$ cat src/hdl/mm_pkg.sv
// Q8.8 element format and row word layout shared by the whole accelerator
// Element k of a row sits at bits [16*k+15:16*k], so element 0 is the low half-word
package mm_pkg;

    localparam int ELEM_WIDTH = 16;                        // One Q8.8 element
    localparam int FRAC_WIDTH = 8;                         // Fraction bits
    localparam int INNER_DIM  = 4;                         // Elements per row
    localparam int ROW_WIDTH  = ELEM_WIDTH * INNER_DIM;    // One stream beat
    localparam int PROD_WIDTH = 2 * ELEM_WIDTH;            // Full signed product
    localparam int ACC_WIDTH  = PROD_WIDTH + $clog2(INNER_DIM); // Sum of all products, 34 bits

    typedef logic signed [ELEM_WIDTH-1:0] elem_t;
    typedef logic signed [ACC_WIDTH-1:0]  acc_t;

    // Same 64 bits, stored flat and taken apart per element by the datapath
    typedef union packed {
        logic [ROW_WIDTH-1:0]    flat;   // FIFO and buffer view
        elem_t [INNER_DIM-1:0]   elems;  // Dot-product view
    } row_word_t;

    // Longer of the two matrices, sets the load phase length
    function automatic int max_rows(input int a_rows, input int b_rows);
        return (a_rows > b_rows) ? a_rows : b_rows;
    endfunction

endpackage

$ cat src/hdl/dot_product_unit.sv
// Two-stage Q8.8 dot product, result = sat16((sum of a*w) >>> 8), truncating toward -inf
// One new pair per cycle, two items in flight
module dot_product_unit (
    input  logic              aclk_i,
    input  logic              aresetn_i,
    input  logic              valid_i,
    input  logic              last_i,
    input  mm_pkg::row_word_t a_row_i,
    input  mm_pkg::row_word_t w_row_i,
    output mm_pkg::elem_t     result_o,
    output logic              valid_o,
    output logic              last_o
);
    localparam mm_pkg::acc_t SAT_MAX = 2 ** (mm_pkg::ELEM_WIDTH - 1) - 1;  // 32767
    localparam mm_pkg::acc_t SAT_MIN = -(2 ** (mm_pkg::ELEM_WIDTH - 1));   // -32768

    logic signed [mm_pkg::PROD_WIDTH-1:0] prod_reg [mm_pkg::INNER_DIM];    // Stage 1 products
    logic          valid_s1_reg;
    logic          last_s1_reg;
    mm_pkg::acc_t  sum;
    mm_pkg::acc_t  sum_shift;
    mm_pkg::elem_t sat;

    // Stage 1 multiplies, signed elements from the union view
    always_ff @(posedge aclk_i)
    begin
        for (int k = 0; k < mm_pkg::INNER_DIM; k++)
        begin
            prod_reg[k] <= a_row_i.elems[k] * w_row_i.elems[k];
        end
    end

    always_comb
    begin
        sum = '0;
        for (int k = 0; k < mm_pkg::INNER_DIM; k++)
        begin
            sum = sum + prod_reg[k];                  // Sign extended to 34 bits
        end
        sum_shift = sum >>> mm_pkg::FRAC_WIDTH;       // Back to Q8.8 scale
        if (sum_shift > SAT_MAX)
        begin
            sat = mm_pkg::elem_t'(SAT_MAX);
        end
        else if (sum_shift < SAT_MIN)
        begin
            sat = mm_pkg::elem_t'(SAT_MIN);
        end
        else
        begin
            sat = sum_shift[mm_pkg::ELEM_WIDTH-1:0];
        end
    end

    // Stage 2 result register
    always_ff @(posedge aclk_i)
    begin
        result_o <= sat;
    end

    always_ff @(posedge aclk_i)
    begin
        if (!aresetn_i)
        begin
            valid_s1_reg <= 1'b0;
            last_s1_reg  <= 1'b0;
            valid_o      <= 1'b0;
            last_o       <= 1'b0;
        end
        else
        begin
            valid_s1_reg <= valid_i;                  // Strobes follow the data
            last_s1_reg  <= last_i;
            valid_o      <= valid_s1_reg;
            last_o       <= last_s1_reg;
        end
    end

endmodule

$ cat config.mk
export PLATFORM = sky130hd
export DESIGN_NAME = dot_product_unit
export DESIGN_NICKNAME = d
export VERILOG_FILES = /design/src/hdl/mm_pkg.sv /design/src/hdl/dot_product_unit.sv
export SDC_FILE = /design/constraint.sdc
export NUM_CORES = 2
export LEC_CHECK = 0
export ABC_AREA = 1
export BUFFER_PORTS_ARGS = -buffer_cell sky130_fd_sc_hd__clkbuf_2
export CORE_MARGIN = 4
export CORE_UTILIZATION = 53
export CTS_BUF_LIST = sky130_fd_sc_hd__clkbuf_8 sky130_fd_sc_hd__clkbuf_16
export DETAILED_ROUTE_END_ITERATION = 7
export PLACE_DENSITY = 0.79
export SETUP_SLACK_MARGIN = 0.02
export SLEW_MARGIN = 20
export SYNTH_ARGS = -nofsm -noshare
export SYNTH_HDL_FRONTEND = slang
export SYNTH_SLANG_ARGS = --single-unit
$ cat constraint.sdc
create_clock -name aclk_i -period 14.4 [get_ports aclk_i]
set_input_delay 2.88 -clock aclk_i [delete_from_list [all_inputs] [get_ports aclk_i]]
set_output_delay 2.88 -clock aclk_i [all_outputs]
set_load 0.01 [all_outputs]
# Yosys cells after proc, flatten, opt, wreduce, memory -nomap -nowiden
# Memories as Yosys holds them, arrays and structs flattened.
# Cells that the tools add are included.
# W data, S select, Z words.
dict set report word_totals {
  ff_bits 20
  ram_bits 128
  in_bits 132
  output_inout_bits 18
  elab_cells 16
  mem_count 1
}
# name words width rd rd_clocked_by_memory_dff wr line_no
set memory_table {}
lappend memory_table {prod_reg 4 32 4 0 4 dot_product_unit.sv:17} ;# logic signed [mm_pkg::PROD_WIDTH-1:0] prod_reg [mm_pkg::INNER_DIM];
dict set report op_classes {
  n_addsub 3
  multipliers 4
  order_cmp 2
  n_mux 1
}
# cell n
set op_table {}
lappend op_table {{$mul A16 B16 Y32} 4}
lappend op_table {{$add A33 B32 Y34} 1}
lappend op_table {{$add A34 B32 Y34} 1}
lappend op_table {{$add A32 B32 Y33} 1}
lappend op_table {{$gt A26 B16 Y1 const B} 1}
lappend op_table {{$lt A26 B16 Y1 const B} 1}
lappend op_table {{$mux W16} 1}

# Depth between registers and ports, before layout
dict set report logic_depth {
  depth_word 5
  mapped_depth 28
  depth_no_buf 26
}

# Worst setup path before layout
# Ideal clock, no wire load.
dict set report synth_path {
  path_type {input-to-reg}
  startpoint {input w_row_i[21] (netlist bit)}
  endpoint {memory prod_reg[1][29] (netlist bit)}
  setup_ps 72
  arrival_time_ps 8196
  required_ps 14328
  slack_ps 6133
  stages 24
  path_buffers 2
  path_cell_list {clkbuf_1 > clkbuf_1 > nand2_1 > fa_1 > inv_1 > fa_1 > fa_1 > fa_1 > fa_1 > inv_1 > fa_1 > inv_1 > ha_1 > nand2_1 > nor2_1 > inv_1 > nor3_1 > nand2_1 > o211ai_1 > nand2_1 > nand2_1 > nand2_1 > nand2_1 > xor2_1}
}
# item line_no
set synth_lines {}
lappend synth_lines {{from (decl)} dot_product_unit.sv:9} ;# input mm_pkg::row_word_t w_row_i,
lappend synth_lines {{to (decl)} dot_product_unit.sv:17}

==> impl_metrics.csv <==
group,metric,value,unit
status,status,"completed",
floorplan,core_area,0.0889,mm²
hold_path,hp-class,"reg -> reg",
clock_network,cts_sinks,148,
clock_network,ctsHoldBuffers,0,
grt,grt_pass1_vias,39390,
sta,setup_viol,0,
synth,synth_nets,7593,
final_layout,utilization,0.559,
sta,hold_violations,0,
final_layout,stdcell_count,7104,
grt,antenna_found_initial,4,
synth,synth_common_cells,"inv_1, nand2_1, fa_1",
routing,firstDrtPassIters,6,
setup_path,worstPathArrival,8.75,ns
floorplan,fp.dieH,308,µm
synth,synthDistinctLibCells,41,
synth,synth_xor_area_frac,0.0307,
floorplan,rows,109,
sta,slew_violations,0,
clock_network,post_cts_resize_count,0,
grt,track_usage,0.254,
synth,synth_compound_area_frac,0.0357,
synth,ys_seq_area_frac,0.0620,
synth,ys_ff_latch,148,
place,routabilityCongestion,0.931,
clock_network,tritoncts,"built",
clock_network,h-tree-depth,4,
sta,finalCritPeriodShare,0.580,
synth,avgSynthCellArea,7.98,µm²
clock_network,clkLatencyLatePin,0.46,ns
synth,synthMuxAreaShare,0,
sta,tns,0,ns
floorplan,die-width,308,µm
setup_path,start_kind,"input port",
sta,fin_skew,0.0109,ns
routing,first_iter_violations,2460,
final_layout,largest_reg_flops,128,
synth,syn_inst,5990,
clock_network,cts_setup_buffers,0,
floorplan,start_util,0.538,
synth,synthSimpleGateAreaFrac,0.140,
setup_path,cp.required,14.79,ns
floorplan,ios,150,
synth,synthTopCellsByArea,"fa_1, inv_1, nand2_1",
sta,rsz0062_at_grt,"false",
synth,ys_warn_count,0,
synth,yosysMostFrequentCell,"inv_1",
place,io_buffers,149,
synth,synth_ff_type,"dfxtp_1",
final_layout,nFillCells,8085,
grt,grt_pass1_wl,194,mm
routing,antenna_left,0,
sta,max-slew-margin-rel,0.572,
setup_path,critPathMaxFanout,16,
clock_network,root_buffer,"clkbuf_16",
hold_path,hold_path.startpoint,"last_s1_reg",
synth,yosysTopAreaCell,"fa_1",
routing,post_drt_wl_per_cell,16.1,µm
final_layout,drive_gt1_frac,0.0362,
synth,synthAdderAreaFrac,0.559,
sta,min_period,8.35,ns
setup_path,path_class,"in -> reg",
sta,fmax,120,MHz
setup_path,timing.rr.start,"prod_reg[1][15]",
clock_network,cts_inserted_buffers,17,
grt,grt_max_degree,18,
routing,num_vias,36012,
clock_network,path_clk_slew,0.07,ns
grt,overflow,0,
setup_path,worstSetupStartpoint,"w_row_i[17]",
routing,wl,114,mm
place,place_inst,7069,
synth,synth_top_family_by_area,"adder cells",
synth,ys_async_sr_fraction,0,
synth,synthesis.area,0.0478,mm²
routing,post_drt_via_cell_ratio,5.07,
routing,drc,0,
floorplan,die_area,0.0951,mm²
run,drv_cap,0,
place,dpl.hpwl,97.9,mm
synth,synth_edf_count,0,
clock_network,clk_path_buf_depth,2,
synth,synth.top_cell.area_share,0.465,
setup_path,worstSetupEndpointType,"flop",
final_layout,final_nets,7526,
final_layout,areaGrowthSynthToFinish,3.93,%
sta,tightest_slew,0.641,ns
==> cell type report <==
class | instances | area (µm²) | area share
multi-input cells | 3649 | 36600 | 0.737
inverters | 1958 | 7350 | 0.148
flip-flops and latches | 148 | 2960 | 0.0596
well taps | 1165 | 1460 | 0.0293
repair buffers | 149 | 746 | 0.0150
clock buffers | 17 | 425 | 0.00856
clock inverters | 15 | 146 | 0.00295
diodes | 3 | 7.51 | 0.000151
==> kinds of logic (layout without fill, tap and decap cells) <==
family | count (synthesis) | after routing
adders and majority gates | 1471 | 1471
other | 0 | 3
buffers and inverters | 2193 | 2139
AOI/OAI and AO/OA | 294 | 294
DFF | 148 | 148
xor gates and xnor gates | 167 | 167
and+or+nand+nor | 1717 | 1717
==> metal layers <==
metal / vias to the layer above / part of all wire / routed length (µm) / GRT usage
li1: 16546 / - / - / -
met1: 17995 / 0.40 / 45900 / 0.331
met2: 1175 / 0.50 / 57100 / 0.440
met3: 294 / 0.060 / 6840 / 0.0313
met4: 2 / 0.038 / 4350 / 0.0898
met5: - / 0.00013 / 15 / 0
==> path summary, 6_finish.rpt <==
kind | end | slack [ns] | depth (start not counted)
worst max-delay path | prod_reg[1][29] | 6.05 | 23
worst min-delay path | last_o | 0.41 | 2
worst max register to register | result_o[4] | 10.37 | 17
worst min register to register | last_o | 0.41 | 2
==> critical path, stage by stage <==
cell and delay [ns]:
clkbuf_2 0.27, nand2_1 0.20, inv_1 0.10, fa_1 0.66, fa_1 0.92, fa_1 0.55, fa_1 0.52, fa_1 0.49
inv_1 0.05, fa_1 0.47, inv_1 0.04, ha_1 0.37, nand2_1 0.09, nor2_1 0.10, inv_1 0.06, nor3_1 0.19
nand2_1 0.08, o211ai_1 0.27, nand2_1 0.08, nand2_1 0.10, nand2_1 0.05, nand2_1 0.07, xor2_1 0.13
==> stage by stage <==
stage | hold WS, ns | setup WS, ns | cell area (µm²)
detailed placement | 0.401 | 5.62 | 49100
global placement | 0.396 | 5.70 | 49100
global route | 0.436 | 5.62 | 49700
finish | 0.412 | 6.05 | 49700
CTS | 0.417 | 6.09 | 49700
floorplan | 0.390 | 6.13 | 47800
==> cell usage in the layout, fill, tap and decap left out, types with 58 or more instances in the layout <==
cell type,instances
xor2_1,98
nor2_1,170
fa_1,1112
nand2_1,1416
inv_1,1957
clkbuf_2,149
dfxtp_1,148
xnor2_1,68
o21ai_0,58
a21oi_1,144
nand3_1,62
ha_1,359
Power is not shown: default switching activity piles up to over one toggle a cycle in this logic, so the estimate is an artifact.
