File: config.mk
export PLATFORM = sky130hd
export DESIGN_NAME = stream_fifo_flat
export DESIGN_NICKNAME = d
export VERILOG_FILES = /design/src/hdl/mm_pkg.sv /design/src/hdl/fifo_rd_if.sv /design/src/hdl/stream_fifo.sv /design/src/flat_wrapper.sv
export SDC_FILE = /design/constraint.sdc
export NUM_CORES = 1
export LEC_CHECK = 0
export BUFFER_PORTS_ARGS = -buffer_cell sky130_fd_sc_hd__buf_2
export CAP_MARGIN = 20
export CORE_MARGIN = 5
export CORE_UTILIZATION = 40
export DETAILED_ROUTE_END_ITERATION = 8
export GPL_TIMING_DRIVEN = 0
export PLACE_DENSITY = 0.66
export SLEW_MARGIN = 40
export SYNTH_ARGS = -nofsm -noshare
export SYNTH_HDL_FRONTEND = slang
export SYNTH_SLANG_ARGS = --single-unit
export TNS_END_PERCENT = 5
File: constraint.sdc
create_clock -name aclk_i -period 10.16 [get_ports aclk_i]
set_clock_uncertainty 0.05 [all_clocks]
set_input_delay 1.524 -clock aclk_i [delete_from_list [all_inputs] [get_ports aclk_i]]
set_output_delay 1.524 -clock aclk_i [all_outputs]
set_load 0.02 [all_outputs]
File: src/hdl/mm_pkg.sv
// Q8.8 element format and row word layout shared by the whole accelerator
// Element k of a row sits at bits [16*k+15:16*k], so element 0 is the low half-word
package mm_pkg;

    localparam int ELEM_WIDTH = 16;                        // One Q8.8 element
    localparam int FRAC_WIDTH = 8;                         // Fraction bits
    localparam int INNER_DIM  = 4;                         // Elements per row
    localparam int ROW_WIDTH  = ELEM_WIDTH * INNER_DIM;    // One stream beat
    localparam int PROD_WIDTH = 2 * ELEM_WIDTH;            // Full signed product
    localparam int ACC_WIDTH  = PROD_WIDTH + $clog2(INNER_DIM); // Sum of all products, 34 bits

    typedef logic signed [ELEM_WIDTH-1:0] elem_t;
    typedef logic signed [ACC_WIDTH-1:0]  acc_t;

    // Same 64 bits, stored flat and taken apart per element by the datapath
    typedef union packed {
        logic [ROW_WIDTH-1:0]    flat;   // FIFO and buffer view
        elem_t [INNER_DIM-1:0]   elems;  // Dot-product view
    } row_word_t;

    // Longer of the two matrices, sets the load phase length
    function automatic int max_rows(input int a_rows, input int b_rows);
        return (a_rows > b_rows) ? a_rows : b_rows;
    endfunction

endpackage

File: src/hdl/fifo_rd_if.sv
// Read side of a stream_fifo, first-word fall-through
// The reader must not pulse rd_en while empty is high
interface fifo_rd_if #(
    parameter int DEPTH = 16                       // Must match the FIFO instance
) (
    input logic aclk_i,
    input logic aresetn_i
);
    logic                         rd_en;           // Pop the head entry
    mm_pkg::row_word_t            rd_data;         // Head entry, zero padded if narrower
    logic [$clog2(DEPTH+1)-1:0]   count;           // Occupancy
    logic                         empty;

    modport fifo_side (
        input  aclk_i, aresetn_i, rd_en,
        output rd_data, count, empty
    );

    modport reader_side (
        input  aclk_i, aresetn_i, rd_data, count, empty,
        output rd_en
    );

endinterface

File: src/hdl/stream_fifo.sv
// Synchronous FIFO, AXI-Stream write side and strobe read side, any DEPTH >= 2
// DATA_WIDTH is limited to the row word width; narrower entries are zero padded on read
module stream_fifo #(
    parameter int DATA_WIDTH = 64,
    parameter int DEPTH      = 16
) (
    input  logic                  aclk_i,
    input  logic                  aresetn_i,
    input  logic [DATA_WIDTH-1:0] s_tdata_i,
    input  logic                  s_tvalid_i,
    output logic                  s_tready_o,
    fifo_rd_if.fifo_side          rd
);
    localparam int PTR_WIDTH = $clog2(DEPTH);
    localparam int CNT_WIDTH = $clog2(DEPTH + 1);

    logic [DATA_WIDTH-1:0] mem [DEPTH];                  // Payload storage
    logic [PTR_WIDTH-1:0]  wr_ptr_reg;
    logic [PTR_WIDTH-1:0]  rd_ptr_reg;
    logic [CNT_WIDTH-1:0]  count_reg;
    logic                  push;
    logic                  pop;

    assign s_tready_o = (count_reg != CNT_WIDTH'(DEPTH)); // Not full
    assign push       = s_tvalid_i && s_tready_o;        // AXI-Stream beat accepted
    assign pop        = rd.rd_en && !rd.empty;

    assign rd.empty        = (count_reg == '0);
    assign rd.count        = count_reg;
    assign rd.rd_data.flat = mm_pkg::ROW_WIDTH'(mem[rd_ptr_reg]); // Head shows without a read

    always_ff @(posedge aclk_i)
    begin
        if (push)
        begin
            mem[wr_ptr_reg] <= s_tdata_i;
        end
    end

    always_ff @(posedge aclk_i)
    begin
        if (!aresetn_i)
        begin
            wr_ptr_reg <= '0;
            rd_ptr_reg <= '0;
            count_reg  <= '0;
        end
        else
        begin
            if (push)
            begin
                wr_ptr_reg <= (wr_ptr_reg == PTR_WIDTH'(DEPTH - 1)) ? '0 : wr_ptr_reg + 1'b1;
            end
            if (pop)
            begin
                rd_ptr_reg <= (rd_ptr_reg == PTR_WIDTH'(DEPTH - 1)) ? '0 : rd_ptr_reg + 1'b1;
            end
            // Simultaneous push and pop leave the count alone
            if (push && !pop)
            begin
                count_reg <= count_reg + 1'b1;
            end
            else if (pop && !push)
            begin
                count_reg <= count_reg - 1'b1;
            end
        end
    end

endmodule

File: src/flat_wrapper.sv
// flat-port wrapper written by rule: the top's interface ports become plain ports
module stream_fifo_flat 
#(
    parameter int DATA_WIDTH = 64,
    parameter int DEPTH      = 16
)
  (aclk_i, aresetn_i, s_tdata_i, s_tvalid_i, s_tready_o, rd_rd_en, rd_rd_data, rd_count, rd_empty);
  fifo_rd_if #(.DEPTH(DEPTH)) rd_i (.aclk_i(aclk_i), .aresetn_i(aresetn_i));
  input  logic aclk_i;
  input  logic aresetn_i;
  input  logic [DATA_WIDTH-1:0] s_tdata_i;
  input  logic s_tvalid_i;
  output logic s_tready_o;
  input wire logic [$bits(rd_i.rd_en)-1:0] rd_rd_en;
  output wire logic [$bits(rd_i.rd_data)-1:0] rd_rd_data;
  output wire logic [$bits(rd_i.count)-1:0] rd_count;
  output wire logic [$bits(rd_i.empty)-1:0] rd_empty;
  assign rd_i.rd_en = rd_rd_en;
  assign rd_rd_data = rd_i.rd_data;
  assign rd_count = rd_i.count;
  assign rd_empty = rd_i.empty;
  stream_fifo #(.DATA_WIDTH(DATA_WIDTH), .DEPTH(DEPTH)) u_core (.aclk_i(aclk_i), .aresetn_i(aresetn_i), .s_tdata_i(s_tdata_i), .s_tvalid_i(s_tvalid_i), .s_tready_o(s_tready_o), .rd(rd_i));
endmodule
# After elaboration in Yosys (flattened, before gate mapping)
# Memory sizes are Yosys's and may differ from the RTL's. A register that Yosys moved wholly into a read port is not among the register bits.
# Index checks and enable logic that the tools add are counted.
# word_totals
reg_bits	13
ramBits	1024
input_bits	68
wordCells	28
mem_count	1
# classes
n_addsub	4
n_eq_ne	3
mux	8
n_reduce_logical	9
# mem_list
name	words	word_bits	read_ports	rd_ports_with_merged_regs	write_ports	line	rtl
u_core.mem	16	64	1	1	1	stream_fifo.sv:17	logic [DATA_WIDTH-1:0] mem [DEPTH];
# op_table
cell	n
two-way mux 4 bit	4
two-way mux 5 bit	2
adder 4 x 1 -> 4 bit, second input constant	2
equality test 4 bit, second input constant	2
adder 5 x 1 -> 5 bit, second input constant	1
logical NOT 5 bit	1
inequality test 5 bit, second input constant	1
subtractor 5 x 1 -> 5 bit, second input constant	1
logical AND 1 bit	4
logical NOT 1 bit	3
two-way mux 1 bit	2
nonzero test 2 bit	1

# Logic depth before layout (Yosys ltp)
# depth
depth_word	6
ltp_mapped	10

# Least setup slack after synthesis
# No wires, ideal clock.
# synth_path
path_kind	input to register
start	input s_tvalid_i
end	memory u_core.mem[0][0] (enable)
setup_ns	0.666
arrival_time_ns	8.236
setup_slack_ns	1.208
path_stages	2
path_cell_list	o21ai_4 -> nor4b_1
# synth_between
elab_chain_len	3
# synth_rtl
item	line	rtl
start: declaration	flat_wrapper.sv:12	input logic s_tvalid_i;
logical AND 1 bit	stream_fifo.sv:25	assign push = s_tvalid_i && s_tready_o;
two-way mux 1 bit	stream_fifo.sv:34	if (push)
two-way mux 1 bit (implied by the code)	stream_fifo.sv:36	mem[wr_ptr_reg] <= s_tdata_i;
end: declaration	stream_fifo.sv:17	
# No other way between the ends.

==> key figures <==
Yosys
  – Fraction of the mapped netlist area in compound gates: 0.0281
  – Cell count after synthesis: 1673
  – Number of enable-type register cells in the synthesized netlist: 1024
  – Yosys reg bits: 1041
  – Fraction of synthesized cell area in xor and xnor cells: 0.000672
  – Multiplexer area fraction after synthesis: 0.148
  – Syn Std Cell Area: 39100 µm²
  – Ys Warns: 0
  – Synth Flop Type: edfxtp_1
  – Async set or reset register ratio after synthesis: 0
  – Post-synthesis net count: 1751
  – Mean Syn Cell Area: 23.4 µm²
  – Main combinational cell family by area after synthesis: multiplexers
  – Register area share after synthesis: 0.795
  – Post-synthesis share of cell area spent on full adders, half adders and majority gates: 0.00339
  – Post-synth cell types: 39
  – Post-synthesis share of cell area spent on and, or, nand and nor gates: 0.0145

Timing
  – Max Clk Rate: 202 MHz
  – Slew at the pin with the worst max-slew slack: 0.842 ns
  – Worst rel slew slack: 0.439
  – Final critical-path setup slack: 5.21 ns
  – Number of max-slew violations in the final report: 0
  – Count of final setup violators: 0
  – Setup TNS: 0 ns
  – Share of the cycle needed by the critical path after routing: 0.488
  – Final hold violation count: 0
  – Crit path time final: 4.95 ns
  – Unrepaired setup endpoints after global routing: false

Placement
  – Half-perimeter wire length after placement: 58700 µm
  – Placer's final routability congestion estimate: 0.715
  – Minimum setup slack after placement: 5.83 ns
  – Number of buffers inserted by port buffering: 137
  – Cell area after placement: 42400 µm²

Finish
  – Cell area after layout: 45800 µm²
  – Share of layout cells above drive strength 1: 0.337
  – Max FFs per register: 1024
  – Number of nets in the finished design: 2097
  – Commonest non-fill, non-tap cell in the layout: edfxtp_1
  – Area delta synth->final: 17.0%
  – Highest-count cells in the layout ignoring fill and taps: edfxtp_1 (1024), mux4_2 (256), buf_2 (246), a22oi_1 (128), clkbuf_16 (101)

Global route
  – Grt total ovfl: 0
  – Wire length of the first global-routing pass: 135000 µm
  – Via count of the first global-routing pass: 19888
  – Pin count of the biggest net entering global routing: 28
  – Number of antenna violations at the first check in global routing: 16
  – Total track usage: 0.177

Clock tree
  – CTS tree: done
  – Latest clock arrival within the worst-skew pair: 0.66 ns
  – Post-CTS setup-driven buffer insertion count: 0
  – Resize count post-CTS: 0
  – Clock sink count: 1041
  – Deepest clock path buffer count: 3
  – CTS root buffer: clkbuf_16
  – Clock buffers created by TritonCTS: 98
  – Clock-pin transition on the worst setup and hold timing paths: 0.06 ns
  – CTS H-tree lvls: 3
  – Number of buffers added to fix hold violations after cts: 0

Floorplan
  – IO Count: 139
  – FP Rows: 114
  – Die X-Extent: 323 µm
  – Initial core utilization: 0.404
  – Die Height: 323 µm
  – Die area: 104000 µm²
  – Placeable core region: 96900 µm²

Setup path
  – Critical path endpoint category: output port
  – Family with the most delay on the worst path: buffers and inverters
  – Kind of critical path: reg2out
  – CP Max Fanout: 10
  – Largest stage delay on the critical path: 0.68 ns
  – Slowest-stage cell, CP: clkbuf_1
  – CP Data Required Time: 8.59 ns
  – Bufs and invs on worst path: 3
  – Element type at the critical path start: flop
  – Worst EP arrival: 3.38 ns
  – CP cell instances: buf_1 > clkbuf_1 > mux4_2 > a22oi_1 > nand2_1 > buf_2

Power and ir drop
  – IR Drop Worst-Case VDD: 146 µV
  – Static Leak: 0.0147 µW
  – Pwr Density: 231 nW/µm²

Route
  – Final WL: 92600 µm
  – Final routed wire length divided by cell count: 27.4 µm
  – DRC: 0
  – Number of vias per cell after detailed routing: 5.64
  – Violation count after the first detailed-routing iteration: 2156
  – Via Count: 19082
  – Detailed Routing Iterations Pass 1: 5
  – ANT nets after route: 0

Hold path
  – Hold Path Class: reg2reg

Run
  – Max-capacitance violation count: 0

Outcome
  – Run status: complete, no violations
-- through the flow --
stage          instances  utilization  power, µW  hold slack, ns
2_1_floorplan       1673            -       6260           0.422
3_3_place_gp        3086        0.427       6870           0.453
3_5_place_dp        3193        0.437       6900           0.467
4_1_cts             3374        0.472      10700           0.483
5_1_grt             3376        0.472      11000           0.531
6_report            3381        0.473      10600           0.488
-- Yosys cell counts, types with 2 or more instances --
cell type | instances | area (µm²)
edfxtp_1 | 1024 | 30700
mux4_2 | 256 | 5770
a22oi_1 | 128 | 961
nand2_1 | 77 | 289
clkbuf_1 | 52 | 195
buf_2 | 27 | 135
dfxtp_1 | 17 | 340
and2_1 | 16 | 100
buf_1 | 9 | 33.8
ha_1 | 9 | 113
nand3_1 | 6 | 30.0
inv_1 | 4 | 15.0
mux2i_1 | 4 | 40.0
nor2b_1 | 4 | 25.0
nor4b_1 | 4 | 35.0
a21boi_0 | 3 | 22.5
a21oi_1 | 3 | 15.0
nor2_1 | 3 | 11.3
xnor2_1 | 3 | 26.3
a21o_1 | 2 | 15.0
a31oi_1 | 2 | 12.5
nand2b_1 | 2 | 12.5
nor3b_1 | 2 | 15.0
-- final cells by class --
| class | instances | area, µm² |
|---|---|---|
| Antenna cell | 5 | 12.5 |
| Buffer | 89 | 377 |
| Clock buffer | 121 | 2620 |
| Clock inverter | 60 | 744 |
| Fill cell | 7765 | 51100 |
| Inverter | 5 | 21.3 |
| Multi-Input combinational cell | 538 | 7690 |
| Sequential cell | 1041 | 31100 |
| Tap cell | 1276 | 1600 |
| Timing Repair Buffer | 246 | 1610 |
-- metal layers --
layer	global-route usage	wire length, µm	share of wire
met1	0.244	37000	0.40
met5	0	38	0.00041
met4	0.0465	1920	0.021
met2	0.296	46400	0.50
met3	0.0323	7260	0.078
-- cell families after synthesis --
family                     count (synthesis)
buffers and inverters                     94
AOI/OAI and AO/OA                        146
DFF                                     1041
and+or+nand+nor                          119
adders and majority gates                 10
xor gates and xnor gates                   3
muxes                                    260
-- path summary, 6_finish.rpt --
check	startpoint	end	slack, ns	depth (start not counted)
hold reg to reg	u_core.rd_ptr_reg[3]	flop	0.49	2
hold / removal	u_core.rd_ptr_reg[3]	flop	0.49	2
setup / recovery	flop	rd_rd_data[32]	5.21	6
setup reg to reg	u_core.rd.count[0]	u_core.mem[3][31]	6.82	11
-- tightest hold or removal path, cell delays in order, from the launching register on --
cell     delay, ns
dfxtp_1       0.33
nand2_1       0.06
o32ai_1       0.09
-- power breakdown --
part | switching [µW] | internal [µW]
registers | 40.6 | 4830
logic | 1070 | 829
clock network | 1560 | 2250
(Power assumes the default switching activity.)
