==> src/hdl/mm_pkg.sv <==
// Q8.8 element format and row word layout shared by the whole accelerator
// Element k of a row sits at bits [16*k+15:16*k], so element 0 is the low half-word
package mm_pkg;

    localparam int ELEM_WIDTH = 16;                        // One Q8.8 element
    localparam int FRAC_WIDTH = 8;                         // Fraction bits
    localparam int INNER_DIM  = 4;                         // Elements per row
    localparam int ROW_WIDTH  = ELEM_WIDTH * INNER_DIM;    // One stream beat
    localparam int PROD_WIDTH = 2 * ELEM_WIDTH;            // Full signed product
    localparam int ACC_WIDTH  = PROD_WIDTH + $clog2(INNER_DIM); // Sum of all products, 34 bits

    typedef logic signed [ELEM_WIDTH-1:0] elem_t;
    typedef logic signed [ACC_WIDTH-1:0]  acc_t;

    // Same 64 bits, stored flat and taken apart per element by the datapath
    typedef union packed {
        logic [ROW_WIDTH-1:0]    flat;   // FIFO and buffer view
        elem_t [INNER_DIM-1:0]   elems;  // Dot-product view
    } row_word_t;

    // Longer of the two matrices, sets the load phase length
    function automatic int max_rows(input int a_rows, input int b_rows);
        return (a_rows > b_rows) ? a_rows : b_rows;
    endfunction

endpackage

==> src/hdl/operand_buffer.sv <==
// Row memory for one operand matrix, read data valid one cycle after the address
module operand_buffer #(
    parameter  int ROWS = 8,
    localparam int AW   = $clog2(ROWS)               // ROWS >= 2
) (
    input  logic              aclk_i,
    input  logic              wr_en_i,
    input  logic [AW-1:0]     wr_addr_i,
    input  mm_pkg::row_word_t wr_row_i,
    input  logic [AW-1:0]     rd_addr_i,
    output mm_pkg::row_word_t rd_row_o
);
    logic [mm_pkg::ROW_WIDTH-1:0] mem [ROWS];        // Rows kept as flat words

    always_ff @(posedge aclk_i)
    begin
        if (wr_en_i)
        begin
            mem[wr_addr_i] <= wr_row_i.flat;         // Load phase write
        end
    end

    always_ff @(posedge aclk_i)
    begin
        rd_row_o.flat <= mem[rd_addr_i];             // Registered read
    end

endmodule

==> config.mk <==
export PLATFORM = sky130hd
export DESIGN_NAME = operand_buffer
export DESIGN_NICKNAME = d
export VERILOG_FILES = /design/src/hdl/mm_pkg.sv /design/src/hdl/operand_buffer.sv
export SDC_FILE = /design/constraint.sdc
export NUM_CORES = 1
export LEC_CHECK = 0
export CAP_MARGIN = 30
export CORE_MARGIN = 2
export CORE_UTILIZATION = 25
export CTS_CLUSTER_DIAMETER = 150
export DETAILED_ROUTE_END_ITERATION = 8
export DONT_BUFFER_PORTS = 1
export GPL_TIMING_DRIVEN = 0
export PLACE_DENSITY = 0.37
export REMOVE_ABC_BUFFERS = 1
export SETUP_SLACK_MARGIN = 0.2
export SYNTH_ARGS = -nofsm -noshare
export SYNTH_HDL_FRONTEND = slang
export SYNTH_SLANG_ARGS = --single-unit
==> constraint.sdc <==
create_clock -name aclk_i -period 7.9 [get_ports aclk_i]
set_clock_uncertainty 0.05 [all_clocks]
set_input_delay 1.185 -clock aclk_i [delete_from_list [all_inputs] [get_ports aclk_i]]
set_output_delay 1.185 -clock aclk_i [all_outputs]
set_load 0.01 [all_outputs]
-- After elaboration in Yosys (flattened, before gate mapping)
Memories as Yosys holds them, arrays and structs flattened. A register that Yosys moved wholly into a read port is not among the register bits.
Cells that the tools add are included.
- bits in writable memories: 512
- memories kept: 1
- register bits after elaboration: 0
- word-level logic and storage cells: 3
- multiplexer cells: 2
- memory list (name ; words ; width ; rd ports ; clocked after memory_dff ; write ports ; RTL line ; source):
    mem ; 8 ; 64 ; 1 ; 1 ; 1 ; operand_buffer.sv:13 ; logic [mm_pkg::ROW_WIDTH-1:0] mem [ROWS];
- operators by type and width (cell ; number):
    $mux 1 ; 2

-- Longest topological paths before layout
Gate-level depths: netlist of run 1.
- word-level depth: 2
- gate-level depth with buffers: 4
- depth with buffers taken out: 2

-- Worst setup path after synthesis of run 1
No wires, ideal clock.
- path kind: in2reg
- start point: input port wr_addr_i[2]
- end point: memory mem[0][0] in the netlist's numbering, enable pin
- data arrival time: 5.715 ns
- library setup time: 0.565 ns
- buffers on the path: 0
- slack: 1.569 ns
- stages on the path: 2
- path through: nand2b_1 -> nor3_1
- RTL lines (what ; RTL line ; source):
    start, declared ; operand_buffer.sv:8 ; input logic [AW-1:0] wr_addr_i,
    end, declared ; operand_buffer.sv:13 ;
Straight into the memory's write port.

-- Worst setup path in the final report of run 1
- start point: input port wr_addr_i[2]
- end point: memory mem[0][15] in the netlist's numbering, enable pin
Straight into the memory's write port.

==> impl_metrics.csv, run 1 <==
group,metric,value,unit
clock_network,postCtsSetupBuffers,0,
sta,slew-limit-headroom,0.410,
synth,synth-xor-area-share,0,
placement,port_buffers,0,
critical_path,end_kind,"flop",
cells_and_area,drive_gt1_frac,0.360,
sta,setup-tns-final,0,ns
sta,setup_viol,0,
sta,min_period,2.76,ns
drt,vias_per_cell,4.19,
cells_and_area,final_area,24600,um2
critical_path,critPathTopFamily,"buffers and inverters",
cells_and_area,finalNetCount,963,
synth,synth_top_family_by_area,"multiplexers",
die,io-pin-count,136,
cells_and_area,fillers,7906,
die,dieHeight,291,um
min_path,hold_class,"in -> reg",
grt,grtUsageTotal,0.109,
run_status,status,"complete, no violations",
sta,rsz0062_at_grt,"no",
power_and_ir_drop,leakagePower,7.70,nW
drt,drt_iter0_drc,574,
synth,synthSimpleGateAreaFrac,0.00286,
critical_path,startpoint_type,"input pin",
grt,grt_pass1_vias,9351,
sta,worst_slew_pin_slew,0.882,ns
clock_network,ctsResizeCount,0,
synth,ys_ff_latch,576,
critical_path,crit_required,8.15,ns
grt,grt_pass1_wl,66700,um
drt,drc,0,
drt,vias,8448,
die,dieArea,84500,um2
critical_path,critPathMaxFanout,8,
synth,syn_area,20500,um2
critical_path,slowest_stage,"nor3_2",
clock_network,clk_path_buf_depth,3,
sta,post-route-period-util,0.350,
synth,yosys_warnings,0,
flow_run,cap_viol_max_count,0,
die,core,81700,um2
critical_path,crit_top_cell,"buf_6",
die,core.rowCount,105,
die,initial_core_util,0.251,
clock_network,hold_buffers,0,
clock_network,ctsRootBufferMaster,"clkbuf_16",
clock_network,path_clk_slew,0.06,ns
critical_path,max_stage_delay,0.54,ns
synth,synth_seq_area_share,0.811,
grt,grt_max_degree,129,
synth,synth-compound-area-share,0,
drt,drt-wirelength-per-cell,22.5,um
drt,wirelength,45500,um
sta,fin_ws,5.14,ns
clock_network,cts_inserted_buffers,70,
sta,clock.fmax,362,MHz
placement,place_area,22300,um2
placement,post-place-ws,4.49,ns
cells_and_area,multi_input_area,3720,um2
placement,hpwl,25000,um
die,dieWidth,291,um
drt,firstDrtPassIters,6,
clock_network,cts_tree,"yes",
critical_path,path_buf_inv,5,
cells_and_area,n_antenna_cell,0,
cells_and_area,syn_to_final_growth,19.9,%
critical_path,criticalPathCategory,"in -> reg",
sta,slew_viol_final,0,
sta,hold_viol,0,
clock_network,htree_num_levels,3,
power_and_ir_drop,powerDensity,279,nW/um2
clock_network,clk_latency,0.60,ns
drt,ant_nets,0,
synth,synth.distinct_cells,13,
synth,muxShareOfSynthArea,0.175,
synth,synthAdderAreaFrac,0,
clock_network,clock_sinks,576,
power_and_ir_drop,peakVddDrop,0.158,mV
synth,netlist_instances,816,
synth,avgSynthCellArea,25.2,um2
grt,antenna_found_initial,0,
placement,gp_congestion,0.610,
grt,overflow,0,
critical_path,cp_data_arrival_time,3.01,ns
critical_path,crit_chain,"nand2b_1 -> nor3_2 -> buf_4 -> buf_6 -> buf_6 -> buf_6 -> buf_6",
cells_and_area,seq_area,16700,um2
[Yosys cell counts, drive strengths merged]
| master | number | share of area |
|---|---|---|
| nor2 | 6 | 0.0011 |
| mux4 | 128 | 0.14 |
| dfxtp | 64 | 0.062 |
| edfxtp | 512 | 0.75 |
| nor3 | 2 | 0.00049 |
| clkbuf | 9 | 0.0016 |
| mux2 | 64 | 0.035 |
| nand2 | 2 | 0.00037 |
| buf | 26 | 0.0095 |
| nand2b | 3 | 0.00091 |
[path summary, 6_finish.rpt]
path                              startpoint            to  slack, ns  cells after the start
worst min-delay path             wr_row_i[8]     mem[1][8]       0.62                      0
worst max register to register    mem[7][32]  rd_row_o[32]       6.60                      2
worst max-delay path            wr_addr_i[2]    mem[0][15]       5.14                      7
worst min register to register    mem[4][30]  rd_row_o[30]       0.63                      2
[routing by layer]
layer / up-vias / GRT usage / wire length [um]
li1: 3611 / - / -
met1: 4594 / 0.147 / 21000
met2: 189 / 0.167 / 20900
met3: 54 / 0.0326 / 2710
met4: 0 / 0.0393 / 896
met5: - / 0 / 0
[cells in the final DEF, fill, tap and decap left out, types with 5 or more instances in the layout]
cell type,instances
buf_12,16
buf_6,17
bufinv_16,5
clkbuf_1,18
clkbuf_16,71
clkbuf_8,9
clkinv_1,8
clkinv_2,9
dfxtp_1,64
edfxtp_1,512
mux2_2,64
mux4_2,128
nor2_4,6
[area by class of cell]
cell class / count / area share
Clock inverter: 31 / 0.0139
Sequential cell: 576 / 0.676
Tap cell: 1070 / 0.0543
Clock buffer: 98 / 0.0799
Multi-Input combinational cell: 205 / 0.151
Timing Repair Buffer: 38 / 0.0250
[report_power, final]
group	internal, mW	switching [mW]
clock	1.92	1.26
combinational	0.126	0.0721
sequential	3.44	0.0545
[sequential cells by signal, summed over array words and instances, names as in the netlist]
signal    flops
mem         512
rd_row_o     64
[per-stage QoR]
step	power [mW]	instances	util	hold WS, ns
after floorplan	3.69	781	-	0.606
after global placement	3.76	1851	0.265	0.620
after detailed placement	3.77	1889	0.273	0.620
after CTS	7.02	2018	0.302	0.560
after global routing	7.16	2018	0.302	0.568
final	6.87	2018	0.302	0.625
[cells by family after synthesis]
family | count (synthesis)
flops | 576
mux | 192
simple gates | 13
buf+inv | 35
Power figures use the tool's default switching activity.
==> inputs of run 2 (changes only) <==
Clock period 7.9 ns to 2.86 ns, I/O delays scaled along.
==> impl_metrics.csv, run 2 (synthesis gave the netlist of run 1 again) <==
group,metric,value,unit
run_status,status,"complete, no violations",
sta,rsz0062_at_grt,"no",
power_and_ir_drop,sw_frac_of_total,0.206,
placement,port_buffers,0,
drt,drc,0,
placement,hpwl,25000,um
cells_and_area,syn_to_final_growth,23.3,%
sta,setup_viol,0,
placement,place_area,22300,um2
clock_network,ctsResizeCount,0,
sta,slew-limit-headroom,0.393,
grt,overflow,0,
critical_path,crit_top_cell,"buf_6",
critical_path,slowest_stage,"dlygate4sd3_1",
die,initial_core_util,0.251,
drt,ant_nets,0,
cells_and_area,final_cell_mix,"512 x edfxtp_1, 128 x mux4_2, 71 x clkbuf_16, 67 x dlygate4sd3_1",
critical_path,crit_chain,"dlygate4sd3_1 -> nor3_2 -> buf_4 -> buf_6 -> buf_6 -> buf_6 -> buf_6",
power_and_ir_drop,p_sw,3.95,mW
critical_path,criticalPathCategory,"in -> reg",
grt,antenna_found_initial,5,
drt,drt_iter0_drc,575,
clock_network,cts_tree,"yes",
die,dieHeight,291,um
die,dieWidth,291,um
power_and_ir_drop,peakVddDrop,0.439,mV
die,core,81700,um2
critical_path,rr_startpoint,"mem[7][32]",
sta,slew_viol_final,0,
cells_and_area,mostFrequentLayoutCell,"edfxtp_1",
critical_path,cp_data_arrival_time,2.20,ns
min_path,hold_class,"in -> reg",
power_and_ir_drop,p_comb_frac,0.039,
cells_and_area,multi_input_area,3720,um2
critical_path,rr_worst_depth,2,
drt,wirelength,46000,um
critical_path,critPathMaxFanout,8,
cells_and_area,drive_gt1_frac,0.337,
critical_path,max_stage_delay,0.55,ns
clock_network,hold_buffers,68,
flow_run,cap_viol_max_count,0,
cells_and_area,fillers,7880,
clock_network,htree_num_levels,3,
cells_and_area,seq_area,16700,um2
cells_and_area,reg_top3,"mem: 512 flops, rd_row_o: 64 flops",
critical_path,r2r_end,"rd_row_o[32]",
power_and_ir_drop,totalPowerFinal,19.2,mW
clock_network,ctsRootBufferMaster,"clkbuf_16",
cells_and_area,finalNetCount,1031,
power_and_ir_drop,p_int,15.2,mW
grt,grt_pass1_vias,9604,
sta,clock.fmax,513,MHz
grt,grtUsageTotal,0.110,
clock_network,clk_latency,0.60,ns
sta,min_period,1.95,ns
clock_network,cts_inserted_buffers,70,
drt,drt-wirelength-per-cell,22.0,um
clock_network,clock_sinks,576,
critical_path,startpoint_type,"input pin",
clock_network,clk_path_buf_depth,3,
die,io-pin-count,136,
cells_and_area,largest_register_ffs,512,
grt,grt_max_degree,129,
power_and_ir_drop,leakagePower,7.99,nW
power_and_ir_drop,powerDensity,757,nW/um2
power_and_ir_drop,pwr-share-seq,0.504,
critical_path,reg2reg_setup_slack,1.55,ns
die,dieArea,84500,um2
cells_and_area,final_area,25300,um2
placement,gp_congestion,0.610,
grt,grt_pass1_wl,67600,um
power_and_ir_drop,clock_power_share,0.458,
sta,hold_viol,0,
drt,vias,8752,
critical_path,end_kind,"flop",
cells_and_area,top_register,"mem",
clock_network,path_clk_slew,0.06,ns
die,core.rowCount,105,
sta,post-route-period-util,0.682,
drt,vias_per_cell,4.19,
clock_network,postCtsSetupBuffers,0,
critical_path,critPathCapture,"mem[0][15]",
drt,firstDrtPassIters,4,
critical_path,critPathLaunch,"wr_addr_i[1]",
critical_path,crit_required,3.11,ns
sta,worst_slew_pin_slew,0.908,ns
==> run 2: changes by cell type in the layout (fill, tap and decap cells not counted) <==
cell,delta
buf_16,+1
diode_2,+2
dlygate4sd3_1,+67
==> run 2: critical path: cells and delay by family <==
kind                   cells  cell delay, ns
buffers and inverters      6            1.48
AND/OR/NAND/NOR            1            0.27
==> run 2: power groups by stage <==
stage / Combinational, mW / Sequential (mW) / Clock, mW
2_1_floorplan: 0.398 / 9.81 / 0
3_3_place_gp: 0.510 / 9.88 / 0
3_5_place_dp: 0.565 / 9.85 / 0
4_1_cts: 0.767 / 9.67 / 9.16
5_1_grt: 0.805 / 9.69 / 9.50
6_report: 0.740 / 9.66 / 8.77
==> run 2: stage by stage <==
step           worst slack, ns  hold slack (ns)  TNS (ns)  std cells   util
2_1_floorplan            -2.71            0.478   -706.81        781      -
3_3_place_gp             -9.31            0.478  -3161.60       1851  0.265
3_5_place_dp             0.203            0.478         0       1889  0.273
4_1_cts                  0.908           0.0344         0       2086  0.310
5_1_grt                  0.851           0.0536         0       2088  0.310
6_report                 0.909           0.0827         0       2088  0.310
==> run 2: worst min-delay path by stage <==
stage	start	endpoint	slack, ns	cells past startpoint
3_5_place_dp	wr_row_i[38]	mem[2][38]	0.48	0
4_1_cts	wr_addr_i[1]	mem[4][46]	0.03	1
2_1_floorplan	wr_row_i[0]	mem[0][0]	0.48	0
3_3_place_gp	wr_row_i[46]	mem[6][46]	0.48	0
5_1_grt	wr_addr_i[1]	mem[4][46]	0.05	1
6_report	wr_addr_i[1]	mem[4][46]	0.08	1
==> run 2: layout make-up <==
cell class / count / share of cell area
Antenna cell: 2 / 0.000197
Multi-Input combinational cell: 205 / 0.147
Tap cell: 1070 / 0.0528
Clock buffer: 98 / 0.0777
Timing Repair Buffer: 106 / 0.0519
Clock inverter: 31 / 0.0135
Sequential cell: 576 / 0.657
==> run 2: routing by layer <==
layer  vias to the layer above  global-route usage  share of wire
met5                         -                   0        0.00070
met2                       181               0.170           0.46
met1                      4741               0.151           0.47
met4                         6              0.0393          0.021
met3                        63              0.0283          0.050
li1                       3761                   -              -
