==> src/hdl/mm_pkg.sv <==
// Q8.8 element format and row word layout shared by the whole accelerator
// Element k of a row sits at bits [16*k+15:16*k], so element 0 is the low half-word
package mm_pkg;

    localparam int ELEM_WIDTH = 16;                        // One Q8.8 element
    localparam int FRAC_WIDTH = 8;                         // Fraction bits
    localparam int INNER_DIM  = 4;                         // Elements per row
    localparam int ROW_WIDTH  = ELEM_WIDTH * INNER_DIM;    // One stream beat
    localparam int PROD_WIDTH = 2 * ELEM_WIDTH;            // Full signed product
    localparam int ACC_WIDTH  = PROD_WIDTH + $clog2(INNER_DIM); // Sum of all products, 34 bits

    typedef logic signed [ELEM_WIDTH-1:0] elem_t;
    typedef logic signed [ACC_WIDTH-1:0]  acc_t;

    // Same 64 bits, stored flat and taken apart per element by the datapath
    typedef union packed {
        logic [ROW_WIDTH-1:0]    flat;   // FIFO and buffer view
        elem_t [INNER_DIM-1:0]   elems;  // Dot-product view
    } row_word_t;

    // Longer of the two matrices, sets the load phase length
    function automatic int max_rows(input int a_rows, input int b_rows);
        return (a_rows > b_rows) ? a_rows : b_rows;
    endfunction

endpackage

==> src/hdl/fifo_rd_if.sv <==
// Read side of a stream_fifo, first-word fall-through
// The reader must not pulse rd_en while empty is high
interface fifo_rd_if #(
    parameter int DEPTH = 16                       // Must match the FIFO instance
) (
    input logic aclk_i,
    input logic aresetn_i
);
    logic                         rd_en;           // Pop the head entry
    mm_pkg::row_word_t            rd_data;         // Head entry, zero padded if narrower
    logic [$clog2(DEPTH+1)-1:0]   count;           // Occupancy
    logic                         empty;

    modport fifo_side (
        input  aclk_i, aresetn_i, rd_en,
        output rd_data, count, empty
    );

    modport reader_side (
        input  aclk_i, aresetn_i, rd_data, count, empty,
        output rd_en
    );

endinterface

==> src/hdl/mm_controller.sv <==
// Job sequencer, waits for full A and W in the FIFOs, loads, issues C in row-major order
// Issue never stalls, so the output FIFO must hold a whole job; I_ROWS, W_ROWS >= 2
module mm_controller #(
    parameter  int I_ROWS = 8,
    parameter  int W_ROWS = 6,
    localparam int LD_AW  = $clog2(mm_pkg::max_rows(I_ROWS, W_ROWS)),
    localparam int A_AW   = $clog2(I_ROWS),
    localparam int W_AW   = $clog2(W_ROWS)
) (
    input  logic              aclk_i,
    input  logic              aresetn_i,
    fifo_rd_if.reader_side    a_rd,
    fifo_rd_if.reader_side    w_rd,
    input  logic              out_empty_i,
    output logic              a_wr_en_o,
    output logic              w_wr_en_o,
    output logic [LD_AW-1:0]  wr_addr_o,
    output logic [A_AW-1:0]   a_rd_addr_o,
    output logic [W_AW-1:0]   w_rd_addr_o,
    output logic              issue_valid_o,
    output logic              issue_last_o,
    input  logic              res_last_i
);
    localparam int LD_ROWS = mm_pkg::max_rows(I_ROWS, W_ROWS);

    localparam logic [1:0] IDLE    = 2'd0;
    localparam logic [1:0] LOAD    = 2'd1;
    localparam logic [1:0] COMPUTE = 2'd2;
    localparam logic [1:0] DRAIN   = 2'd3;

    logic [1:0]       state_reg, state_next;
    logic [LD_AW-1:0] ld_cnt_reg, ld_cnt_next;        // Load row, shared by both buffers
    logic [A_AW-1:0]  row_reg, row_next;              // Row of C
    logic [W_AW-1:0]  col_reg, col_next;              // Column of C
    logic             seen_last_reg, seen_last_next;  // Final result has left the pipeline
    logic             jobs_ready;
    logic             last_ld;
    logic             last_elem;

    assign jobs_ready = (a_rd.count >= I_ROWS) && (w_rd.count >= W_ROWS); // Whole job buffered
    assign last_ld    = (ld_cnt_reg == LD_AW'(LD_ROWS - 1));
    assign last_elem  = (row_reg == A_AW'(I_ROWS - 1)) && (col_reg == W_AW'(W_ROWS - 1));

    // Shorter matrix stops writing once its rows are in
    assign a_wr_en_o  = (state_reg == LOAD) && (ld_cnt_reg < I_ROWS);
    assign w_wr_en_o  = (state_reg == LOAD) && (ld_cnt_reg < W_ROWS);
    assign a_rd.rd_en = a_wr_en_o;                    // FIFO head is the write data
    assign w_rd.rd_en = w_wr_en_o;
    assign wr_addr_o  = ld_cnt_reg;

    assign a_rd_addr_o = row_reg;
    assign w_rd_addr_o = col_reg;

    always_comb
    begin
        state_next     = state_reg;
        ld_cnt_next    = ld_cnt_reg;
        row_next       = row_reg;
        col_next       = col_reg;
        seen_last_next = seen_last_reg;
        case (state_reg)
            IDLE:
            begin
                if (jobs_ready)
                begin
                    state_next = LOAD;
                end
            end
            LOAD:
            begin
                ld_cnt_next = last_ld ? '0 : ld_cnt_reg + 1'b1;
                if (last_ld)
                begin
                    state_next = COMPUTE;
                end
            end
            COMPUTE:                                  // One dot product per cycle
            begin
                if (col_reg == W_AW'(W_ROWS - 1))
                begin
                    col_next = '0;
                    row_next = (row_reg == A_AW'(I_ROWS - 1)) ? '0 : row_reg + 1'b1;
                end
                else
                begin
                    col_next = col_reg + 1'b1;
                end
                if (last_elem)
                begin
                    state_next = DRAIN;
                end
            end
            default:                                  // DRAIN
            begin
                if (res_last_i)
                begin
                    seen_last_next = 1'b1;
                end
                // Last result is in the output FIFO one cycle after res_last_i
                if (seen_last_reg && out_empty_i)
                begin
                    seen_last_next = 1'b0;
                    state_next     = IDLE;
                end
            end
        endcase
    end

    always_ff @(posedge aclk_i)
    begin
        if (!aresetn_i)
        begin
            state_reg     <= IDLE;
            ld_cnt_reg    <= '0;
            row_reg       <= '0;
            col_reg       <= '0;
            seen_last_reg <= 1'b0;
            issue_valid_o <= 1'b0;
            issue_last_o  <= 1'b0;
        end
        else
        begin
            state_reg     <= state_next;
            ld_cnt_reg    <= ld_cnt_next;
            row_reg       <= row_next;
            col_reg       <= col_next;
            seen_last_reg <= seen_last_next;
            issue_valid_o <= (state_reg == COMPUTE);  // Lines up with buffer read data
            issue_last_o  <= (state_reg == COMPUTE) && last_elem;
        end
    end

endmodule

==> src/flat_wrapper.sv <==
// flat-port wrapper written by rule: the top's interface ports become plain ports
module mm_controller_flat 
#(
    parameter  int I_ROWS = 8,
    parameter  int W_ROWS = 6,
    localparam int LD_AW  = $clog2(mm_pkg::max_rows(I_ROWS, W_ROWS)),
    localparam int A_AW   = $clog2(I_ROWS),
    localparam int W_AW   = $clog2(W_ROWS)
)
  (aclk_i, aresetn_i, out_empty_i, a_wr_en_o, w_wr_en_o, wr_addr_o, a_rd_addr_o, w_rd_addr_o, issue_valid_o, issue_last_o, res_last_i, a_rd_rd_data, a_rd_count, a_rd_empty, a_rd_rd_en, w_rd_rd_data, w_rd_count, w_rd_empty, w_rd_rd_en);
  fifo_rd_if a_rd_i (.aclk_i(aclk_i), .aresetn_i(aresetn_i));
  fifo_rd_if w_rd_i (.aclk_i(aclk_i), .aresetn_i(aresetn_i));
  input  logic aclk_i;
  input  logic aresetn_i;
  input  logic out_empty_i;
  output logic a_wr_en_o;
  output logic w_wr_en_o;
  output logic [LD_AW-1:0] wr_addr_o;
  output logic [A_AW-1:0] a_rd_addr_o;
  output logic [W_AW-1:0] w_rd_addr_o;
  output logic issue_valid_o;
  output logic issue_last_o;
  input  logic res_last_i;
  input wire logic [$bits(a_rd_i.rd_data)-1:0] a_rd_rd_data;
  input wire logic [$bits(a_rd_i.count)-1:0] a_rd_count;
  input wire logic [$bits(a_rd_i.empty)-1:0] a_rd_empty;
  output wire logic [$bits(a_rd_i.rd_en)-1:0] a_rd_rd_en;
  input wire logic [$bits(w_rd_i.rd_data)-1:0] w_rd_rd_data;
  input wire logic [$bits(w_rd_i.count)-1:0] w_rd_count;
  input wire logic [$bits(w_rd_i.empty)-1:0] w_rd_empty;
  output wire logic [$bits(w_rd_i.rd_en)-1:0] w_rd_rd_en;
  assign a_rd_i.rd_data = a_rd_rd_data;
  assign a_rd_i.count = a_rd_count;
  assign a_rd_i.empty = a_rd_empty;
  assign a_rd_rd_en = a_rd_i.rd_en;
  assign w_rd_i.rd_data = w_rd_rd_data;
  assign w_rd_i.count = w_rd_count;
  assign w_rd_i.empty = w_rd_empty;
  assign w_rd_rd_en = w_rd_i.rd_en;
  mm_controller #(.I_ROWS(I_ROWS), .W_ROWS(W_ROWS)) u_core (.aclk_i(aclk_i), .aresetn_i(aresetn_i), .a_rd(a_rd_i), .w_rd(w_rd_i), .out_empty_i(out_empty_i), .a_wr_en_o(a_wr_en_o), .w_wr_en_o(w_wr_en_o), .wr_addr_o(wr_addr_o), .a_rd_addr_o(a_rd_addr_o), .w_rd_addr_o(w_rd_addr_o), .issue_valid_o(issue_valid_o), .issue_last_o(issue_last_o), .res_last_i(res_last_i));
endmodule
==> config.mk <==
export PLATFORM = sky130hd
export DESIGN_NAME = mm_controller_flat
export DESIGN_NICKNAME = d
export VERILOG_FILES = /design/src/hdl/mm_pkg.sv /design/src/hdl/fifo_rd_if.sv /design/src/hdl/mm_controller.sv /design/src/flat_wrapper.sv
export SDC_FILE = /design/constraint.sdc
export NUM_CORES = 1
export LEC_CHECK = 0
export ABC_AREA = 1
export BUFFER_PORTS_ARGS = -buffer_cell sky130_fd_sc_hd__buf_2
export CAP_MARGIN = 5
export CORE_MARGIN = 5
export CORE_UTILIZATION = 23
export DETAILED_ROUTE_END_ITERATION = 10
export PLACE_DENSITY = 0.79
export SYNTH_ARGS = -nofsm -noshare
export SYNTH_HDL_FRONTEND = slang
export SYNTH_SLANG_ARGS = --single-unit
export TNS_END_PERCENT = 10
==> constraint.sdc <==
create_clock -name aclk_i -period 1.6 [get_ports aclk_i]
set_input_delay 0.4 -clock aclk_i [delete_from_list [all_inputs] [get_ports aclk_i]]
set_output_delay 0.4 -clock aclk_i [all_outputs]
set_load 0.01 [all_outputs]
======== Yosys cells after proc, flatten, opt, wreduce, memory -nomap -nowiden ========
Cells that the tools add are included.
word-level totals
  bits in registers ....................... 14
  bits of input ports ..................... 144
  output and inout port bits .............. 15
  word-level logic and storage cells ...... 44
operators by class
  $add $sub $neg .......................... 3
  magnitude comparators ................... 3
  equal/unequal tests ..................... 8
  mux-type cells .......................... 10
  bitwise logic cells ..................... 1
  reduce and logical (&&, ||, !) cells .... 12
operator list
  operator                                                               number
  3-bit by 1-bit adder with 3-bit output, second input constant          3
  3-bit == test, second input constant                                   3
  3-bit two-way mux                                                      3
  2-bit two-way mux                                                      4
  2-bit by 1-bit != test with 1-bit output, second input constant        3
  2-bit case mux with 3 select lines                                     1
  5-bit by 3-bit >= comparator with 1-bit output, second input constant  1
  5-bit by 4-bit >= comparator with 1-bit output, second input constant  1
  1-bit logical AND                                                      5
  2-bit AND reduction                                                    2
  4-bit AND reduction                                                    1
  4-bit nonzero test                                                     1
  3-bit < comparator, second input constant                              1
  3-bit OR reduction                                                     1
  2-bit by 1-bit == test with 1-bit output, second input constant        1
  2-bit == test, second input constant                                   1
  2-bit logical NOT                                                      1
  1-bit two-way mux                                                      2
  2-bit nonzero test                                                     1
  1-bit inverter                                                         1

======== Longest topological paths before layout ========
  word-level depth ........................ 4
  depth in mapped cells ................... 10

======== Worst setup path before layout ========
OpenSTA, ideal clock, no wires.
  kind .................................... register -> output
  start ................................... reg u_core.state_reg[1]
  end ..................................... out w_wr_en_o
  arrival ................................. 1170 ps
  setup slack ............................. 30 ps
  stages on the path, launching flop included .. 6
  path buffers ............................ 1
  cells stage by stage .................... dfxtp_1 -> inv_1 -> ha_1 -> inv_2 -> a21oi_1 -> buf_4
between the ends
  cells in the longest elaborated chain, start to end .. 2
ends and longest elaborated chain
  item                                      line                  source
  from (decl)                               mm_controller.sv:31   logic [1:0] state_reg, state_next;
  from (signal assigned)                    mm_controller.sv:123  state_reg <= state_next;
  2-bit by 1-bit == test with 1-bit output  --
  via a_rd_rd_en                            flat_wrapper.sv:27    output wire logic [$bits(a_rd_i.rd_en)-1:0] a_rd_rd_en;
  1-bit logical AND                         mm_controller.sv:46   assign w_wr_en_o = (state_reg == LOAD) && (ld_cnt_reg < W_ROWS);
  to (decl)                                 flat_wrapper.sv:17    output logic w_wr_en_o;
The timed path passes the listed nets, and every way through them passes these cells.

======== Worst setup path in the final report ========
  start ................................... reg u_core.state_reg[1]
  end ..................................... out a_rd_rd_en
between the ends
  cells in the longest elaborated chain, start to end .. 1
ends and longest elaborated chain
  item                                      line                 source
  2-bit by 1-bit == test with 1-bit output  mm_controller.sv:45  assign a_wr_en_o = (state_reg == LOAD) && (ld_cnt_reg < I_ROWS);
  to (decl)                                 flat_wrapper.sv:27
No other way between the ends.

==> impl_results.md <==
* Worst-Skew Late Latency at 0.28 ns
* Setup TNS after final layout at 0 ns
* Root Buffer: clkbuf_4
* Starting Density at between 20% and 30%
* Core Footprint at 0.00303 mm^2
* CTS H-tree depth at 1
* CTS clk-pin slew, worst paths at 0.09 ns
* Die area at 0.00436 mm^2
* Internal reg-to-reg setup slack at around 0.23 ns
* Register area share after synthesis at 38.8%
* Fin area at 967 um^2
* Initial DRC Count at 16
* Fin crit share at 95.5%
* Worst Hold Depth at 3
* CP max stage delay at 0.36 ns
* CP required at 1.20 ns
* Status: finished, final reports clean
* PwrDens at 1400 mW/mm^2
* CP max FO at 4
* CP arrival at 1.13 ns
* Layout Area Growth over Synthesis at 34.0%
* CTS tree: built
* Ant diodes at 0
* Ys Warns at 0
* Worst rel slew slack at 84.1%
* Top delay family on crit path: flip-flops
* Via count at approximately 650
* Min-delay src: res_last_i
* Antenna Violating Nets Remaining at 0
* Final setup fails at 0
* First-pass GRT wire length at 2580 um
* DR WL/cell at 9.16 um
* Max_cap viols at 0
* Class of the worst hold path: in -> reg
* Placement Rows at 20
* Cells after Synth at 93
* Nature of the critical path endpoint: primary output
* Gr ovfl total at 0
* Final min period at roughly 1.5 ns
* Initial antenna violation count at 0
* R2r endpoint: u_core.state_reg[0]
* DP Area at around 880 um^2
* Clock network power share at about 19%
* Synthesized net count at around 250
* Fmax at 0.655 GHz
* CP Class: reg -> out
* CP Cell Sequence: inv_4, ha_4, buf_4, buf_2
* Seq pwr share at between 30% and 40%
* Hold_ws at 0.358 ns
* GRT Overall Usage at 7.99%
* Post-Route Utilization at 31.9%
* Slew @ Worst Pin at 0.239 ns
* RePlAce Congestion at 0.743
* Reg2Reg Launch Point: u_core.state_reg[0]
* CTS Buffer Depth at 2
* Share of cells above drive strength 1 at between 30% and 40%
* Layout net count at about 280
* Number of distinct library cells after synthesis at 19
* CP Depth at 4
* Internal power at 0.827 mW
* R2R cell count at 10
* Port Buf Inserts at 24
* Commonest non-fill, non-tap cell in the layout: buf_2
* TritonCTS buffer count at 3
* RSZ-0062 raised after global routing: no
* Logic pwr share at around 46%
* I/O pin cnt at about 160
* Post-detail-place hpwl at 1240 um
* Vias in the first global route at roughly 600
* Psw at approximately 0.53 mW
* Final wirelength at 1520 um
* Post-synthesis cell area at 722 um^2
* Sw frac at 39.1%
* Commonest non-fill, non-tap cells in the layout: buf_2, nand2_1, nor2_1, dfxtp_1, inv_1
* Skew final at 0.00779 ns
* Final Hold Fails at 0
* CP max stage cell: dfxtp_2
* Clock sinks at 14
* Static leakage at 0.508 nW
* Die H at 66.0 um
* 1st-pass router iterations at 4
* Mean area per synthesized cell at ~7.8 um^2
* Worst path buffer plus inverter count at 3
* Final Slew Violations at 0
* Nature of the critical path startpoint: flip-flop
* Drt drc at 0
* Largest net degree at the start of global routing at 11
* Hold worst-path end: u_core.seen_last_reg
* Yosys reg bits at 14
* Chip width at ~66 um
* Via density at 3.90
* Worst VDD drop at 0.000309 V
* Fillers at 325
how the worst max path moves through the flow:
stage,start,to,slack [ns]
3_5_place_dp,u_core.state_reg[1],w_rd_rd_en,0.23
2_1_floorplan,u_core.state_reg[1],w_wr_en_o,0.03
6_report,u_core.state_reg[1],a_rd_rd_en,0.07
5_1_grt,u_core.state_reg[1],w_rd_rd_en,0.009
3_3_place_gp,u_core.state_reg[1],w_rd_rd_en,0.26
4_1_cts,u_core.state_reg[1],w_rd_rd_en,0.003
cell usage after synthesis:
library cell	instances	area share [%]
nand2_1	16	8.3
dfxtp_1	14	39
nor2_1	12	6.2
inv_1	11	5.7
ha_1	8	14
a21oi_1	6	4.2
o21ai_0	6	4.2
nand4_1	4	3.5
a211oi_1	3	3.1
buf_4	2	2.1
inv_2	2	1.0
nor2_2	2	1.7
buf_2	1	0.69
clkinv_1	1	0.52
nand2_2	1	0.87
nand3_2	1	1.4
nor2_4	1	1.6
o211a_1	1	1.4
or2_0	1	0.87
worst reg2reg max path, stage by stage, from the launching register on:
cell	delay [ns]
dfxtp_2	0.37
inv_1	0.08
ha_1	0.29
inv_2	0.08
nand2_2	0.05
nor2_2	0.15
nor2_4	0.06
nand3_2	0.07
nand2_1	0.05
inv_1	0.04
nor2_1	0.04
power groups by stage:
stage / clock (mW) / combinational [mW] / sequential, mW
after global routing: 0.285 / 0.707 / 0.502
after CTS: 0.265 / 0.584 / 0.479
after global placement: 0 / 0.545 / 0.481
final: 0.252 / 0.617 / 0.488
after detailed placement: 0 / 0.563 / 0.483
after floorplan: 0 / 0.393 / 0.498
layout make-up:
| cell class | count | area [um^2] | area share (%) |
|---|---|---|---|
| clock buffers | 4 | 36.3 | 3.75 |
| repair buffers | 28 | 150 | 15.5 |
| inverters | 14 | 57.6 | 5.95 |
| flip-flops and latches | 14 | 283 | 29.2 |
| well taps | 44 | 55.1 | 5.69 |
| multi-input cells | 62 | 385 | 39.8 |
repair_timing:
action / CTS / global route
resized for setup: 4 / 4
hold buffers: 0 / 0
endpoints found under the setup margin: 4 / 4
buffers inserted: 1 / 2
layer usage:
layer | vias up | share of wire (%) | global-route usage (%)
li1 | 357 | - | -
met1 | 267 | 48 | 9.85
met2 | 18 | 43 | 12.1
met3 | 5 | 6.8 | 3.57
met4 | 0 | 1.6 | 3.05
met5 | - | 0 | 0
stage by stage:
step                worst slack (ns)  total power [mW]  instances
floorplan                     0.0298             0.890         93
finish                        0.0725              1.36        166
detailed placement             0.229              1.05        159
CTS                          0.00289              1.33        164
global route                 0.00887              1.49        166
global placement               0.263              1.03        159
cells by family after synthesis:
logic type / synth area share [%]
AOI/OAI and AO/OA: 12.8
adders and majority gates: 13.9
buffers and inverters: 10.1
DFF: 38.8
and+or+nand+nor: 24.4
(Power assumes the default switching activity.)
